`src/common/id_config.svh`:
```
`ifndef ID_CONFIG_SVH
`define ID_CONFIG_SVH

// datapath and address width
`define ID_XLEN 32

// register file address width
`define ID_REG_AW 5

// byte step to the next instruction
`define ID_PC_STEP 4

// jumps always link into x1
`define ID_LINK_REG 1

`endif

```
`src/common/id_pkg.sv`:
```
package id_pkg;

	// major opcodes
	localparam logic [6:0] OPC_OP     = 7'b0110011;
	localparam logic [6:0] OPC_OP_IMM = 7'b0010011;
	localparam logic [6:0] OPC_BRANCH = 7'b1100011;
	localparam logic [6:0] OPC_LOAD   = 7'b0000011;
	localparam logic [6:0] OPC_STORE  = 7'b0100011;
	localparam logic [6:0] OPC_LUI    = 7'b0110111;
	localparam logic [6:0] OPC_AUIPC  = 7'b0010111;
	localparam logic [6:0] OPC_JAL    = 7'b1101111;
	localparam logic [6:0] OPC_JALR   = 7'b1100111;

	typedef struct packed {
		logic [6:0] funct7;
		logic [4:0] rs2;
		logic [4:0] rs1;
		logic [2:0] funct3;
		logic [4:0] rd;
		logic [6:0] opcode;
	} r_fmt_t;

	typedef struct packed {
		logic [11:0] imm_11_0;
		logic [4:0]  rs1;
		logic [2:0]  funct3;
		logic [4:0]  rd;
		logic [6:0]  opcode;
	} i_fmt_t;

	typedef struct packed {
		logic [6:0] imm_11_5;
		logic [4:0] rs2;
		logic [4:0] rs1;
		logic [2:0] funct3;
		logic [4:0] imm_4_0;
		logic [6:0] opcode;
	} s_fmt_t;

	typedef struct packed {
		logic       imm_12;
		logic [5:0] imm_10_5;
		logic [4:0] rs2;
		logic [4:0] rs1;
		logic [2:0] funct3;
		logic [3:0] imm_4_1;
		logic       imm_11;
		logic [6:0] opcode;
	} b_fmt_t;

	typedef struct packed {
		logic [19:0] imm_31_12;
		logic [4:0]  rd;
		logic [6:0]  opcode;
	} u_fmt_t;

	typedef struct packed {
		logic       imm_20;
		logic [9:0] imm_10_1;
		logic       imm_11;
		logic [7:0] imm_19_12;
		logic [4:0] rd;
		logic [6:0] opcode;
	} j_fmt_t;

	// one instruction word, six views
	typedef union packed {
		r_fmt_t r;
		i_fmt_t i;
		s_fmt_t s;
		b_fmt_t b;
		u_fmt_t u;
		j_fmt_t j;
	} inst_t;

	typedef enum logic [5:0] {
		ALU_NOP, ALU_ADD, ALU_SUB, ALU_SLT, ALU_SLTU, ALU_AND, ALU_OR, ALU_XOR,
		ALU_SLL, ALU_SRL, ALU_SRA,
		ALU_BEQ, ALU_BNE, ALU_BLT, ALU_BGE, ALU_BLTU, ALU_BGEU, ALU_JAL, ALU_JALR,
		ALU_LB, ALU_LH, ALU_LW, ALU_LBU, ALU_LHU, ALU_SB, ALU_SH, ALU_SW
	} aluop_e;

	typedef enum logic [2:0] {
		SEL_NOP, SEL_LOGIC, SEL_SHIFT, SEL_ARITH, SEL_JUMP_BRANCH, SEL_LOAD_STORE
	} alusel_e;

	typedef enum logic [1:0] {SRC_REG, SRC_IMM, SRC_PC, SRC_ZERO} opnd_src_e;

	typedef enum logic [2:0] {
		IMM_NONE, IMM_I, IMM_SHAMT, IMM_S, IMM_B, IMM_U, IMM_J
	} imm_fmt_e;

	// nine kinds, so four bits
	typedef enum logic [3:0] {
		BR_NONE, BR_EQ, BR_NE, BR_LT, BR_GE, BR_LTU, BR_GEU, BR_JAL, BR_JALR
	} br_kind_e;

endpackage

```
`src/decode/id_decoder.sv`:
```
`timescale 1ns/100ps
`include "id_config.svh"

module id_decoder (
	input  id_pkg::inst_t            inst_i,
	output id_pkg::aluop_e           aluop_o,
	output id_pkg::alusel_e          alusel_o,
	output logic                     reg1_read_o,
	output logic                     reg2_read_o,
	output logic [`ID_REG_AW-1:0]    reg1_addr_o,
	output logic [`ID_REG_AW-1:0]    reg2_addr_o,
	output logic [`ID_REG_AW-1:0]    wd_o,
	output logic                     wreg_o,
	output id_pkg::imm_fmt_e         imm_fmt_o,
	output id_pkg::opnd_src_e        src1_o,
	output id_pkg::opnd_src_e        src2_o,
	output id_pkg::br_kind_e         br_kind_o
);

	logic [2:0] f3;
	logic [6:0] f7;
	logic       shift_imm;
	logic       r_legal;
	logic       i_legal;

	assign f3 = inst_i.r.funct3;
	assign f7 = inst_i.r.funct7;
	assign shift_imm = (f3[1:0] == 2'b01); // slli, srli, srai
	assign r_legal = (f7 == 7'b0000000) ||
		(f7 == 7'b0100000 && (f3 == 3'b000 || f3 == 3'b101));
	assign i_legal = !shift_imm || (f7 == 7'b0000000) ||
		(f3 == 3'b101 && f7 == 7'b0100000);

	// shared by OP and OP_IMM, alt picks sub / sra
	function automatic id_pkg::aluop_e alu_op(input logic [2:0] funct3, input logic alt);
		case (funct3)
			3'b000:  alu_op = alt ? id_pkg::ALU_SUB : id_pkg::ALU_ADD;
			3'b001:  alu_op = id_pkg::ALU_SLL;
			3'b010:  alu_op = id_pkg::ALU_SLT;
			3'b011:  alu_op = id_pkg::ALU_SLTU;
			3'b100:  alu_op = id_pkg::ALU_XOR;
			3'b101:  alu_op = alt ? id_pkg::ALU_SRA : id_pkg::ALU_SRL;
			3'b110:  alu_op = id_pkg::ALU_OR;
			default: alu_op = id_pkg::ALU_AND;
		endcase
	endfunction

	function automatic id_pkg::alusel_e class_of(input id_pkg::aluop_e op);
		case (op)
			id_pkg::ALU_AND, id_pkg::ALU_OR, id_pkg::ALU_XOR:
				class_of = id_pkg::SEL_LOGIC;
			id_pkg::ALU_SLL, id_pkg::ALU_SRL, id_pkg::ALU_SRA:
				class_of = id_pkg::SEL_SHIFT;
			id_pkg::ALU_ADD, id_pkg::ALU_SUB, id_pkg::ALU_SLT, id_pkg::ALU_SLTU:
				class_of = id_pkg::SEL_ARITH;
			id_pkg::ALU_BEQ, id_pkg::ALU_BNE, id_pkg::ALU_BLT, id_pkg::ALU_BGE,
			id_pkg::ALU_BLTU, id_pkg::ALU_BGEU, id_pkg::ALU_JAL, id_pkg::ALU_JALR:
				class_of = id_pkg::SEL_JUMP_BRANCH;
			id_pkg::ALU_NOP:
				class_of = id_pkg::SEL_NOP;
			default:
				class_of = id_pkg::SEL_LOAD_STORE;
		endcase
	endfunction

	function automatic id_pkg::br_kind_e kind_of(input id_pkg::aluop_e op);
		case (op)
			id_pkg::ALU_BEQ:  kind_of = id_pkg::BR_EQ;
			id_pkg::ALU_BNE:  kind_of = id_pkg::BR_NE;
			id_pkg::ALU_BLT:  kind_of = id_pkg::BR_LT;
			id_pkg::ALU_BGE:  kind_of = id_pkg::BR_GE;
			id_pkg::ALU_BLTU: kind_of = id_pkg::BR_LTU;
			id_pkg::ALU_BGEU: kind_of = id_pkg::BR_GEU;
			id_pkg::ALU_JAL:  kind_of = id_pkg::BR_JAL;
			id_pkg::ALU_JALR: kind_of = id_pkg::BR_JALR;
			default:          kind_of = id_pkg::BR_NONE;
		endcase
	endfunction

	assign alusel_o = class_of(aluop_o);
	assign br_kind_o = kind_of(aluop_o);
	assign reg1_addr_o = reg1_read_o ? inst_i.r.rs1 : '0; // idle port reads x0
	assign reg2_addr_o = reg2_read_o ? inst_i.r.rs2 : '0;

	always_comb begin
		aluop_o = id_pkg::ALU_NOP;
		reg1_read_o = 1'b0;
		reg2_read_o = 1'b0;
		wd_o = inst_i.r.rd;
		wreg_o = 1'b0;
		imm_fmt_o = id_pkg::IMM_NONE;
		src1_o = id_pkg::SRC_ZERO;
		src2_o = id_pkg::SRC_ZERO;
		case (inst_i.r.opcode)
			id_pkg::OPC_OP: begin
				aluop_o = r_legal ? alu_op(f3, f7[5]) : id_pkg::ALU_NOP;
				reg1_read_o = 1'b1;
				reg2_read_o = 1'b1;
				wreg_o = 1'b1;
				src1_o = id_pkg::SRC_REG;
				src2_o = id_pkg::SRC_REG;
			end
			id_pkg::OPC_OP_IMM: begin
				aluop_o = i_legal ? alu_op(f3, shift_imm & f7[5]) : id_pkg::ALU_NOP;
				reg1_read_o = 1'b1;
				wreg_o = 1'b1;
				imm_fmt_o = shift_imm ? id_pkg::IMM_SHAMT : id_pkg::IMM_I;
				src1_o = id_pkg::SRC_REG;
				src2_o = id_pkg::SRC_IMM;
			end
			id_pkg::OPC_BRANCH: begin
				case (f3)
					3'b000:  aluop_o = id_pkg::ALU_BEQ;
					3'b001:  aluop_o = id_pkg::ALU_BNE;
					3'b100:  aluop_o = id_pkg::ALU_BLT;
					3'b101:  aluop_o = id_pkg::ALU_BGE;
					3'b110:  aluop_o = id_pkg::ALU_BLTU;
					3'b111:  aluop_o = id_pkg::ALU_BGEU;
					default: aluop_o = id_pkg::ALU_NOP;
				endcase
				reg1_read_o = 1'b1;
				reg2_read_o = 1'b1;
				imm_fmt_o = id_pkg::IMM_B;
				src1_o = id_pkg::SRC_REG;
				src2_o = id_pkg::SRC_REG;
			end
			id_pkg::OPC_LOAD: begin
				case (f3)
					3'b000:  aluop_o = id_pkg::ALU_LB;
					3'b001:  aluop_o = id_pkg::ALU_LH;
					3'b010:  aluop_o = id_pkg::ALU_LW;
					3'b100:  aluop_o = id_pkg::ALU_LBU;
					3'b101:  aluop_o = id_pkg::ALU_LHU;
					default: aluop_o = id_pkg::ALU_NOP;
				endcase
				reg1_read_o = 1'b1;
				wreg_o = 1'b1;
				imm_fmt_o = id_pkg::IMM_I;
				src1_o = id_pkg::SRC_REG;
				src2_o = id_pkg::SRC_IMM;
			end
			id_pkg::OPC_STORE: begin
				case (f3)
					3'b000:  aluop_o = id_pkg::ALU_SB;
					3'b001:  aluop_o = id_pkg::ALU_SH;
					3'b010:  aluop_o = id_pkg::ALU_SW;
					default: aluop_o = id_pkg::ALU_NOP;
				endcase
				reg1_read_o = 1'b1;
				reg2_read_o = 1'b1; // offset rides along in inst_o
				imm_fmt_o = id_pkg::IMM_S;
				src1_o = id_pkg::SRC_REG;
				src2_o = id_pkg::SRC_REG;
			end
			id_pkg::OPC_LUI: begin
				aluop_o = id_pkg::ALU_OR; // 0 | imm
				wreg_o = 1'b1;
				imm_fmt_o = id_pkg::IMM_U;
				src2_o = id_pkg::SRC_IMM;
			end
			id_pkg::OPC_AUIPC: begin
				aluop_o = id_pkg::ALU_ADD;
				wreg_o = 1'b1;
				imm_fmt_o = id_pkg::IMM_U;
				src1_o = id_pkg::SRC_PC;
				src2_o = id_pkg::SRC_IMM;
			end
			id_pkg::OPC_JAL: begin
				aluop_o = id_pkg::ALU_JAL;
				wreg_o = 1'b1;
				wd_o = `ID_REG_AW'(`ID_LINK_REG);
				imm_fmt_o = id_pkg::IMM_J;
			end
			id_pkg::OPC_JALR: begin
				aluop_o = (f3 == 3'b000) ? id_pkg::ALU_JALR : id_pkg::ALU_NOP;
				reg1_read_o = 1'b1;
				wreg_o = 1'b1;
				wd_o = `ID_REG_AW'(`ID_LINK_REG);
				imm_fmt_o = id_pkg::IMM_I;
				src1_o = id_pkg::SRC_REG;
				src2_o = id_pkg::SRC_IMM;
			end
			default: ;
		endcase
		// unknown encoding leaves nothing behind
		if (aluop_o == id_pkg::ALU_NOP) begin
			reg1_read_o = 1'b0;
			reg2_read_o = 1'b0;
			wd_o = '0;
			wreg_o = 1'b0;
			imm_fmt_o = id_pkg::IMM_NONE;
			src1_o = id_pkg::SRC_ZERO;
			src2_o = id_pkg::SRC_ZERO;
		end
	end

endmodule

```
`src/decode/imm_gen.sv`:
```
`timescale 1ns/100ps
`include "id_config.svh"

module imm_gen (
	input  id_pkg::inst_t        inst_i,
	input  id_pkg::imm_fmt_e     imm_fmt_i,
	output logic [`ID_XLEN-1:0]  imm_o
);

	always_comb begin
		case (imm_fmt_i)
			id_pkg::IMM_I:
				imm_o = {{20{inst_i.i.imm_11_0[11]}}, inst_i.i.imm_11_0};
			id_pkg::IMM_SHAMT:
				imm_o = `ID_XLEN'(inst_i.r.rs2); // shamt sits in the rs2 slot
			id_pkg::IMM_S:
				imm_o = {{20{inst_i.s.imm_11_5[6]}}, inst_i.s.imm_11_5, inst_i.s.imm_4_0};
			id_pkg::IMM_B:
				imm_o = {{20{inst_i.b.imm_12}}, inst_i.b.imm_11, inst_i.b.imm_10_5,
					inst_i.b.imm_4_1, 1'b0};
			id_pkg::IMM_U:
				imm_o = {inst_i.u.imm_31_12, 12'b0};
			id_pkg::IMM_J:
				imm_o = {{12{inst_i.j.imm_20}}, inst_i.j.imm_19_12, inst_i.j.imm_11,
					inst_i.j.imm_10_1, 1'b0};
			default:
				imm_o = '0;
		endcase
	end

endmodule

```
`src/design/operand_mux.sv`:
```
`timescale 1ns/100ps
`include "id_config.svh"

module operand_mux (
	input  id_pkg::opnd_src_e       src_i,
	input  logic [`ID_REG_AW-1:0]   addr_i,
	input  logic [`ID_XLEN-1:0]     rf_data_i,
	input  logic [`ID_XLEN-1:0]     imm_i,
	input  logic [`ID_XLEN-1:0]     pc_i,
	input  logic                    ex_wreg_i,
	input  logic [`ID_REG_AW-1:0]   ex_wd_i,
	input  logic                    ex_load_i,
	input  logic [`ID_XLEN-1:0]     ex_wdata_i,
	input  logic                    mem_wreg_i,
	input  logic [`ID_REG_AW-1:0]   mem_wd_i,
	input  logic [`ID_XLEN-1:0]     mem_wdata_i,
	output logic [`ID_XLEN-1:0]     opnd_o
);

	logic ex_hit;
	logic mem_hit;

	// x0 never forwards; a load in EX has no value yet
	assign ex_hit = ex_wreg_i && !ex_load_i && (ex_wd_i == addr_i) && (addr_i != '0);
	assign mem_hit = mem_wreg_i && (mem_wd_i == addr_i) && (addr_i != '0);

	always_comb begin
		case (src_i)
			id_pkg::SRC_REG: begin
				if (ex_hit)
					opnd_o = ex_wdata_i; // youngest wins
				else if (mem_hit)
					opnd_o = mem_wdata_i;
				else
					opnd_o = rf_data_i;
			end
			id_pkg::SRC_IMM: opnd_o = imm_i;
			id_pkg::SRC_PC:  opnd_o = pc_i;
			default:         opnd_o = '0;
		endcase
	end

endmodule

```
`src/design/hazard_unit.sv`:
```
`timescale 1ns/100ps
`include "id_config.svh"

module hazard_unit (
	input  logic                    ex_load_i,
	input  logic [`ID_REG_AW-1:0]   ex_wd_i,
	input  logic                    reg1_read_i,
	input  logic [`ID_REG_AW-1:0]   reg1_addr_i,
	input  logic                    reg2_read_i,
	input  logic [`ID_REG_AW-1:0]   reg2_addr_i,
	output logic                    stall_o
);

	logic rs1_dep;
	logic rs2_dep;

	assign rs1_dep = reg1_read_i && (reg1_addr_i == ex_wd_i);
	assign rs2_dep = reg2_read_i && (reg2_addr_i == ex_wd_i);

	// one cycle is enough, the load reaches MEM next
	assign stall_o = ex_load_i && (ex_wd_i != '0) && (rs1_dep || rs2_dep);

endmodule

```
`src/design/branch_unit.sv`:
```
`timescale 1ns/100ps
`include "id_config.svh"

module branch_unit (
	input  id_pkg::br_kind_e       br_kind_i,
	input  logic [`ID_XLEN-1:0]    opnd1_i,
	input  logic [`ID_XLEN-1:0]    opnd2_i,
	input  logic [`ID_XLEN-1:0]    imm_i,
	input  logic [`ID_XLEN-1:0]    pc_i,
	output logic                   branch_flag_o,
	output logic [`ID_XLEN-1:0]    branch_target_o,
	output logic [`ID_XLEN-1:0]    link_addr_o
);

	logic is_jump;
	logic lt_s;
	logic lt_u;
	logic [`ID_XLEN-1:0] jalr_sum;

	assign is_jump = (br_kind_i == id_pkg::BR_JAL) || (br_kind_i == id_pkg::BR_JALR);
	assign lt_s = $signed(opnd1_i) < $signed(opnd2_i);
	assign lt_u = opnd1_i < opnd2_i;
	assign jalr_sum = opnd1_i + imm_i;

	always_comb begin
		case (br_kind_i)
			id_pkg::BR_EQ:  branch_flag_o = (opnd1_i == opnd2_i);
			id_pkg::BR_NE:  branch_flag_o = (opnd1_i != opnd2_i);
			id_pkg::BR_LT:  branch_flag_o = lt_s;
			id_pkg::BR_GE:  branch_flag_o = !lt_s;
			id_pkg::BR_LTU: branch_flag_o = lt_u;
			id_pkg::BR_GEU: branch_flag_o = !lt_u;
			default:        branch_flag_o = is_jump;
		endcase
	end

	always_comb begin
		if (!branch_flag_o)
			branch_target_o = '0;
		else if (br_kind_i == id_pkg::BR_JALR)
			branch_target_o = {jalr_sum[`ID_XLEN-1:1], 1'b0}; // lsb dropped per spec
		else
			branch_target_o = pc_i + imm_i;
	end

	assign link_addr_o = is_jump ? pc_i + `ID_XLEN'(`ID_PC_STEP) : '0;

endmodule

```
`src/design/id_ex_reg.sv`:
```
`timescale 1ns/100ps
`include "id_config.svh"

module id_ex_reg (
	input  logic                    clk,
	input  logic                    reset_i,
	input  logic                    stall_i,
	input  id_pkg::aluop_e          aluop_i,
	input  id_pkg::alusel_e         alusel_i,
	input  logic [`ID_XLEN-1:0]     reg1_i,
	input  logic [`ID_XLEN-1:0]     reg2_i,
	input  logic [`ID_REG_AW-1:0]   wd_i,
	input  logic                    wreg_i,
	input  logic [`ID_XLEN-1:0]     inst_i,
	output id_pkg::aluop_e          aluop_o,
	output id_pkg::alusel_e         alusel_o,
	output logic [`ID_XLEN-1:0]     reg1_o,
	output logic [`ID_XLEN-1:0]     reg2_o,
	output logic [`ID_REG_AW-1:0]   wd_o,
	output logic                    wreg_o,
	output logic [`ID_XLEN-1:0]     inst_o,
	output logic                    ex_load_o
);

	always_ff @(posedge clk) begin
		if (reset_i || stall_i) begin // bubble
			aluop_o <= id_pkg::ALU_NOP;
			alusel_o <= id_pkg::SEL_NOP;
			wd_o <= '0;
			wreg_o <= 1'b0;
		end else begin
			aluop_o <= aluop_i;
			alusel_o <= alusel_i;
			wd_o <= wd_i;
			wreg_o <= wreg_i;
		end
	end

	always_ff @(posedge clk) begin
		reg1_o <= reg1_i;
		reg2_o <= reg2_i;
		inst_o <= inst_i;
	end

	// stores never set wreg
	assign ex_load_o = wreg_o && (alusel_o == id_pkg::SEL_LOAD_STORE);

endmodule

```
`src/design/id_stage.sv`:
```
`timescale 1ns/100ps
`include "id_config.svh"

module id_stage (
	input  logic                    clk,
	input  logic                    reset_i,
	input  logic [31:0]             inst_i,
	input  logic [`ID_XLEN-1:0]     pc_i,
	input  logic [`ID_XLEN-1:0]     reg1_data_i,
	input  logic [`ID_XLEN-1:0]     reg2_data_i,
	input  logic [`ID_XLEN-1:0]     ex_wdata_i,
	input  logic                    mem_wreg_i,
	input  logic [`ID_REG_AW-1:0]   mem_wd_i,
	input  logic [`ID_XLEN-1:0]     mem_wdata_i,
	output logic [`ID_REG_AW-1:0]   reg1_addr_o,
	output logic [`ID_REG_AW-1:0]   reg2_addr_o,
	output logic                    reg1_read_o,
	output logic                    reg2_read_o,
	output id_pkg::aluop_e          aluop_o,
	output id_pkg::alusel_e         alusel_o,
	output logic [`ID_XLEN-1:0]     reg1_o,
	output logic [`ID_XLEN-1:0]     reg2_o,
	output logic [`ID_REG_AW-1:0]   wd_o,
	output logic                    wreg_o,
	output logic [`ID_XLEN-1:0]     inst_o,
	output logic                    branch_flag_o,
	output logic [`ID_XLEN-1:0]     branch_target_o,
	output logic [`ID_XLEN-1:0]     link_addr_o,
	output logic                    stall_o
);

	id_pkg::aluop_e      aluop_d;
	id_pkg::alusel_e     alusel_d;
	id_pkg::imm_fmt_e    imm_fmt;
	id_pkg::opnd_src_e   src1;
	id_pkg::opnd_src_e   src2;
	id_pkg::br_kind_e    br_kind;
	logic [`ID_REG_AW-1:0] wd_d;
	logic                wreg_d;
	logic [`ID_XLEN-1:0] imm;
	logic [`ID_XLEN-1:0] opnd1;
	logic [`ID_XLEN-1:0] opnd2;
	logic                ex_load;

	id_decoder u_dec (
		.inst_i(inst_i), .aluop_o(aluop_d), .alusel_o(alusel_d),
		.reg1_read_o(reg1_read_o), .reg2_read_o(reg2_read_o),
		.reg1_addr_o(reg1_addr_o), .reg2_addr_o(reg2_addr_o),
		.wd_o(wd_d), .wreg_o(wreg_d), .imm_fmt_o(imm_fmt),
		.src1_o(src1), .src2_o(src2), .br_kind_o(br_kind)
	);

	imm_gen u_imm (.inst_i(inst_i), .imm_fmt_i(imm_fmt), .imm_o(imm));

	// EX tags come from our own ID/EX register
	operand_mux u_opnd1 (
		.src_i(src1), .addr_i(reg1_addr_o), .rf_data_i(reg1_data_i), .imm_i(imm),
		.pc_i(pc_i), .ex_wreg_i(wreg_o), .ex_wd_i(wd_o), .ex_load_i(ex_load),
		.ex_wdata_i(ex_wdata_i), .mem_wreg_i(mem_wreg_i), .mem_wd_i(mem_wd_i),
		.mem_wdata_i(mem_wdata_i), .opnd_o(opnd1)
	);

	operand_mux u_opnd2 (
		.src_i(src2), .addr_i(reg2_addr_o), .rf_data_i(reg2_data_i), .imm_i(imm),
		.pc_i(pc_i), .ex_wreg_i(wreg_o), .ex_wd_i(wd_o), .ex_load_i(ex_load),
		.ex_wdata_i(ex_wdata_i), .mem_wreg_i(mem_wreg_i), .mem_wd_i(mem_wd_i),
		.mem_wdata_i(mem_wdata_i), .opnd_o(opnd2)
	);

	hazard_unit u_haz (
		.ex_load_i(ex_load), .ex_wd_i(wd_o),
		.reg1_read_i(reg1_read_o), .reg1_addr_i(reg1_addr_o),
		.reg2_read_i(reg2_read_o), .reg2_addr_i(reg2_addr_o),
		.stall_o(stall_o)
	);

	branch_unit u_br (
		.br_kind_i(br_kind), .opnd1_i(opnd1), .opnd2_i(opnd2), .imm_i(imm), .pc_i(pc_i),
		.branch_flag_o(branch_flag_o), .branch_target_o(branch_target_o),
		.link_addr_o(link_addr_o)
	);

	id_ex_reg u_idex (
		.clk(clk), .reset_i(reset_i), .stall_i(stall_o),
		.aluop_i(aluop_d), .alusel_i(alusel_d), .reg1_i(opnd1), .reg2_i(opnd2),
		.wd_i(wd_d), .wreg_i(wreg_d), .inst_i(inst_i),
		.aluop_o(aluop_o), .alusel_o(alusel_o), .reg1_o(reg1_o), .reg2_o(reg2_o),
		.wd_o(wd_o), .wreg_o(wreg_o), .inst_o(inst_o), .ex_load_o(ex_load)
	);

endmodule

```
`config.mk`:
```
export PLATFORM = sky130hd
export DESIGN_NAME = id_stage
export DESIGN_NICKNAME = d
export VERILOG_FILES = /design/src/common/id_pkg.sv /design/src/decode/id_decoder.sv /design/src/decode/imm_gen.sv /design/src/design/operand_mux.sv /design/src/design/hazard_unit.sv /design/src/design/branch_unit.sv /design/src/design/id_ex_reg.sv /design/src/design/id_stage.sv
export VERILOG_INCLUDE_DIRS = /design/src /design/src/common
export SDC_FILE = /design/constraint.sdc
export NUM_CORES = 1
export LEC_CHECK = 0
export BUFFER_PORTS_ARGS = -buffer_cell sky130_fd_sc_hd__buf_2
export CELL_PAD_IN_SITES_DETAIL_PLACEMENT = 0
export CELL_PAD_IN_SITES_GLOBAL_PLACEMENT = 1
export CORE_ASPECT_RATIO = 0.75
export CORE_MARGIN = 2
export CORE_UTILIZATION = 39
export CTS_CLUSTER_SIZE = 40
export DETAILED_ROUTE_END_ITERATION = 10
export PLACE_DENSITY_LB_ADDON = 0.1
export SETUP_SLACK_MARGIN = 0.15
export SYNTH_ARGS = -nofsm -noshare
export SYNTH_HDL_FRONTEND = slang
export SYNTH_SLANG_ARGS = --single-unit
```
`constraint.sdc`:
```
create_clock -name clk -period 24 [get_ports clk]
set_input_delay 3.6 -clock clk [delete_from_list [all_inputs] [get_ports clk]]
set_output_delay 3.6 -clock clk [all_outputs]
set_load 0.01 [all_outputs]
```
==> reports/qor.log <==
qor: die.horiz_die_dim 199 um
qor: synth.synth_top_family_by_area compound AO/OA/AOI/OAI gates
qor: die.placementRows 53
qor: route.avgRoutedWirePerCell 23.0 um
qor: route.number_of_detailed_routing_iterations_run_before_antenna_repair 5
qor: route.detail_route.iter0.violations 1180
qor: setup_path.r2r_start u_idex.wd_o[1]$_SDFF_PP0_
qor: setup_path.worst_setup_path_end_kind primary output
qor: setup_path.worst_setup_path_start_kind primary input
qor: placement.gpl.final_weighted_congestion 0.976
qor: die.num_io_pins 389
qor: synth.syn-num-nets 1819
qor: synth.post_synth_fa_ha_maj_area_fraction 10.6%
qor: grt.grt_max_degree 50
qor: synth.synth-seq-cells 110
qor: synth.netlist_top_cells_area dfxtp_1, ha_1, mux2i_1
qor: worst_hold_path.timing.hold.worst_path_depth 5
qor: synth.syn_inst 1527
qor: setup_path.critical_path.startpoint inst_i[12]
qor: setup_path.max_fanout_on_critical_path 30
qor: synth.synth_simple_gate_area_share 24.6%
qor: final_layout.final_net_count 2153
qor: sta.fmax 0.0672 GHz
qor: sta.grt_setup_unrepaired false
qor: worst_hold_path.endpoint_with_the_worst_hold_slack u_idex.reg2_o[1]$_DFF_P_
qor: route.maxUsedRoutingLayer met4
qor: synth.yosysTopAreaCell dfxtp_1
qor: clock_tree.post-cts-setup-buffers 0
qor: die.floorplan.core_area 28100 um^2
qor: final_layout.final_cell_count_no_fill 2251
qor: placement.port-buffer-count 387
qor: synth.synth.mux.area_fraction 6.50%
qor: route.post-route-drc-count 0
qor: final_layout.highest_count_cells_in_the_layout_ignoring_fill_and_taps buf_2, nor2_1, nand2_1
qor: clock_tree.clock_path_buffers 2
qor: synth.ys_async_sr_fraction 0%
qor: die.initial_core_util 39.7%
qor: synth.seq_area_frac_synth 19.8%
qor: clock_tree.cts_repair_resize_count 0
qor: clock_tree.tritoncts_num_sinks 110
qor: setup_path.r2r.worst_path.cells 9
qor: power.power.static_leakage 6.99 nW
qor: synth.synth_cell_types 92
qor: clock_tree.cts_tree yes
qor: sta.worst_slew_pin_slew 1340 ps
qor: setup_path.timing.reg2reg.setup_slack 21030 ps
qor: flow_run.max_cap_violations 0
qor: synth.postSynth.topFlopCell dfxtp_1
qor: sta.fin_crit 14870 ps
qor: final_layout.final.fill_count 3000
qor: route.route.layer.met1.wl 24.9 mm
qor: clock_tree.clock_tree.htree_level_count 3
qor: worst_hold_path.worst_hold_path_type reg -> reg
qor: final_layout.regArea 2200 um^2
qor: grt.grt-ovfl-total 0
qor: sta.final-hold-violation-count 0
qor: power.ir_worst_vdd 0.0321 mV
qor: grt.number_of_antenna_violations_at_the_first_check_in_global_routing 0
qor: grt.grt_pass1_wl 75.2 mm
qor: placement.detailedPlacementHpwl 41.7 mm
qor: setup_path.rr_endpoint u_idex.reg2_o[9]$_DFF_P_
qor: final_layout.proportion_of_layout_cells_with_a_drive_suffix_above_1 24.2%
qor: synth.syn-cell-area 11100 um^2
qor: route.detailroute.via_count 13000
qor: synth.synth_compound_area_share 25.5%
qor: sta.timing.setup.tns 0 ps
qor: synth.yosysWarnings 0
qor: route.final_antenna_net_count 0
qor: placement.dp.cells 2235
qor: sta.finalSetupViolCount 0
qor: grt.globalRouteTotalUtil 33.8%
qor: final_layout.mostFrequentLayoutCell buf_2
qor: clock_tree.insertion_delay 380 ps
qor: clock_tree.clkTransAtPathRegs 80 ps
qor: sta.timing.final.crit_share 62.0%
qor: grt.first_global_vias 11900
qor: die.die_span_y 150 um
qor: die.design.die.area 29900 um^2
qor: setup_path.cp.required 20400 ps
qor: setup_path.critical_path_class in -> out
qor: synth.average_cell_area_after_synthesis 7.29 um^2
qor: setup_path.critical-path-max-stage-delay 880 ps
qor: final_layout.antenna_cells 0
qor: synth.synth_enable_flop_cells 0
qor: sta.timing.slew.headroom 9.92%
qor: sta.final_max_slew_viol_count 0
qor: route.met3RoutedLength 4.08 mm
qor: route.vias_per_cell 5.79
qor: clock_tree.cts_inserted_buffers 9
qor: route.route.met2.wl 21.7 mm
qor: synth.yosys_top_cell_area_share 19.8%
qor: power.power 442 uW
qor: synth.yosys.area_share.xor_xnor 7.71%
qor: setup_path.arrival 11270 ps
qor: final_layout.multi_input_logic_area 8370 um^2
qor: final_layout.layout-area-overhead-vs-synth 22.6%
qor: clock_tree.root_driver clkbuf_16
qor: sta.final.setup_skew 12.5 ps
qor: power.power_density 32.4 nW/um^2
qor: setup_path.crit_top_cell nor2_1
qor: clock_tree.hold_buffers 0
qor: status.outcome finished, final reports clean
qor: worst_hold_path.min_from u_idex.wreg_o$_SDFF_PP0_
qor: route.routed_wl 51.8 mm
qor: setup_path.critical-path-slowest-cell nor2b_1
==> sequential cells by signal, summed over array words and instances (netlist names) <==
signal,flops
u_idex.wreg_o,1
u_idex.reg1_o,32
u_idex.aluop_o,5
u_idex.wd_o,5
u_idex.inst_o,32
u_idex.reg2_o,32
u_idex.alusel_o,3
==> worst max-delay path: cells and delay by family <==
family	cells	cell delay, ps
AOI/OAI and AO/OA	9	2000
adders and majority gates	1	330
buffers and inverters	4	890
and+or+nand+nor	15	4410
==> final cells by class <==
type	instances	area share, %
repair buffers	402	15.0
well taps	385	3.53
clock buffers	9	1.65
multi-input cells	1272	61.3
flip-flops and latches	110	16.1
inverters	66	1.83
clock inverters	7	0.486
==> report_power, final <==
group | internal (mW) | switching [mW]
Clock | 0.0732 | 0.0866
Combinational | 0.0368 | 0.0585
Sequential | 0.186 | 0.00121
==> how the worst max path moves through the flow <==
stage | to | slack [ps] | depth (start not counted)
6_report | branch_target_o[25] | 9130 | 29
5_1_grt | branch_target_o[25] | 8670 | 29
4_1_cts | branch_target_o[25] | 9400 | 29
3_5_place_dp | branch_target_o[25] | 9430 | 29
3_3_place_gp | branch_target_o[25] | 9670 | 29
2_1_floorplan | branch_target_o[1] | 11140 | 31
==> cells in the mapped netlist, drive strengths merged, types with 9 or more instances <==
| cell | count |
|---|---|
| nor2b | 18 |
| dfxtp | 110 |
| nor4 | 10 |
| nor2 | 180 |
| nand2 | 145 |
| ha | 92 |
| o31ai | 9 |
| nand3 | 45 |
| nand3b | 10 |
| xnor2 | 49 |
| mux2i | 70 |
| and2 | 33 |
| a21o | 57 |
| inv | 66 |
| a22oi | 14 |
| nor3 | 25 |
| and3 | 10 |
| o21ai | 117 |
| nand2b | 19 |
| a21oi | 129 |
| nand4 | 25 |
| clkbuf | 51 |
| o21bai | 12 |
| or3 | 12 |
| xor2 | 49 |
| buf | 28 |
| a211oi | 15 |
| a31oi | 12 |
==> metrics by stage <==
stage	util, %	hold WS, ps	setup slack (ps)	instance area [um^2]
2_1_floorplan	-	819	11140	11100
3_3_place_gp	47.6	881	9670	13400
3_5_place_dp	47.6	874	9430	13400
4_1_cts	48.7	891	9400	13600
5_1_grt	48.7	989	8670	13600
6_report	48.7	898	9130	13600
==> layer usage <==
| metal | GRT usage (%) | up-vias |
|---|---|---|
| li1 | - | 6157 |
| met1 | 50.3 | 6204 |
| met2 | 49.9 | 604 |
| met3 | 5.76 | 59 |
| met4 | 8.51 | 0 |
| met5 | 0 | - |
==> logic make-up (layout without fill, tap and decap cells) <==
group,after synthesis,count (layout)
xor gates and xnor gates,98,98
adders and majority gates,95,95
and+or+nand+nor,561,561
other,1,1
DFF,110,110
muxes,72,72
buffers and inverters,145,484
AOI/OAI and AO/OA,445,445
Power figures use the tool's default switching activity.
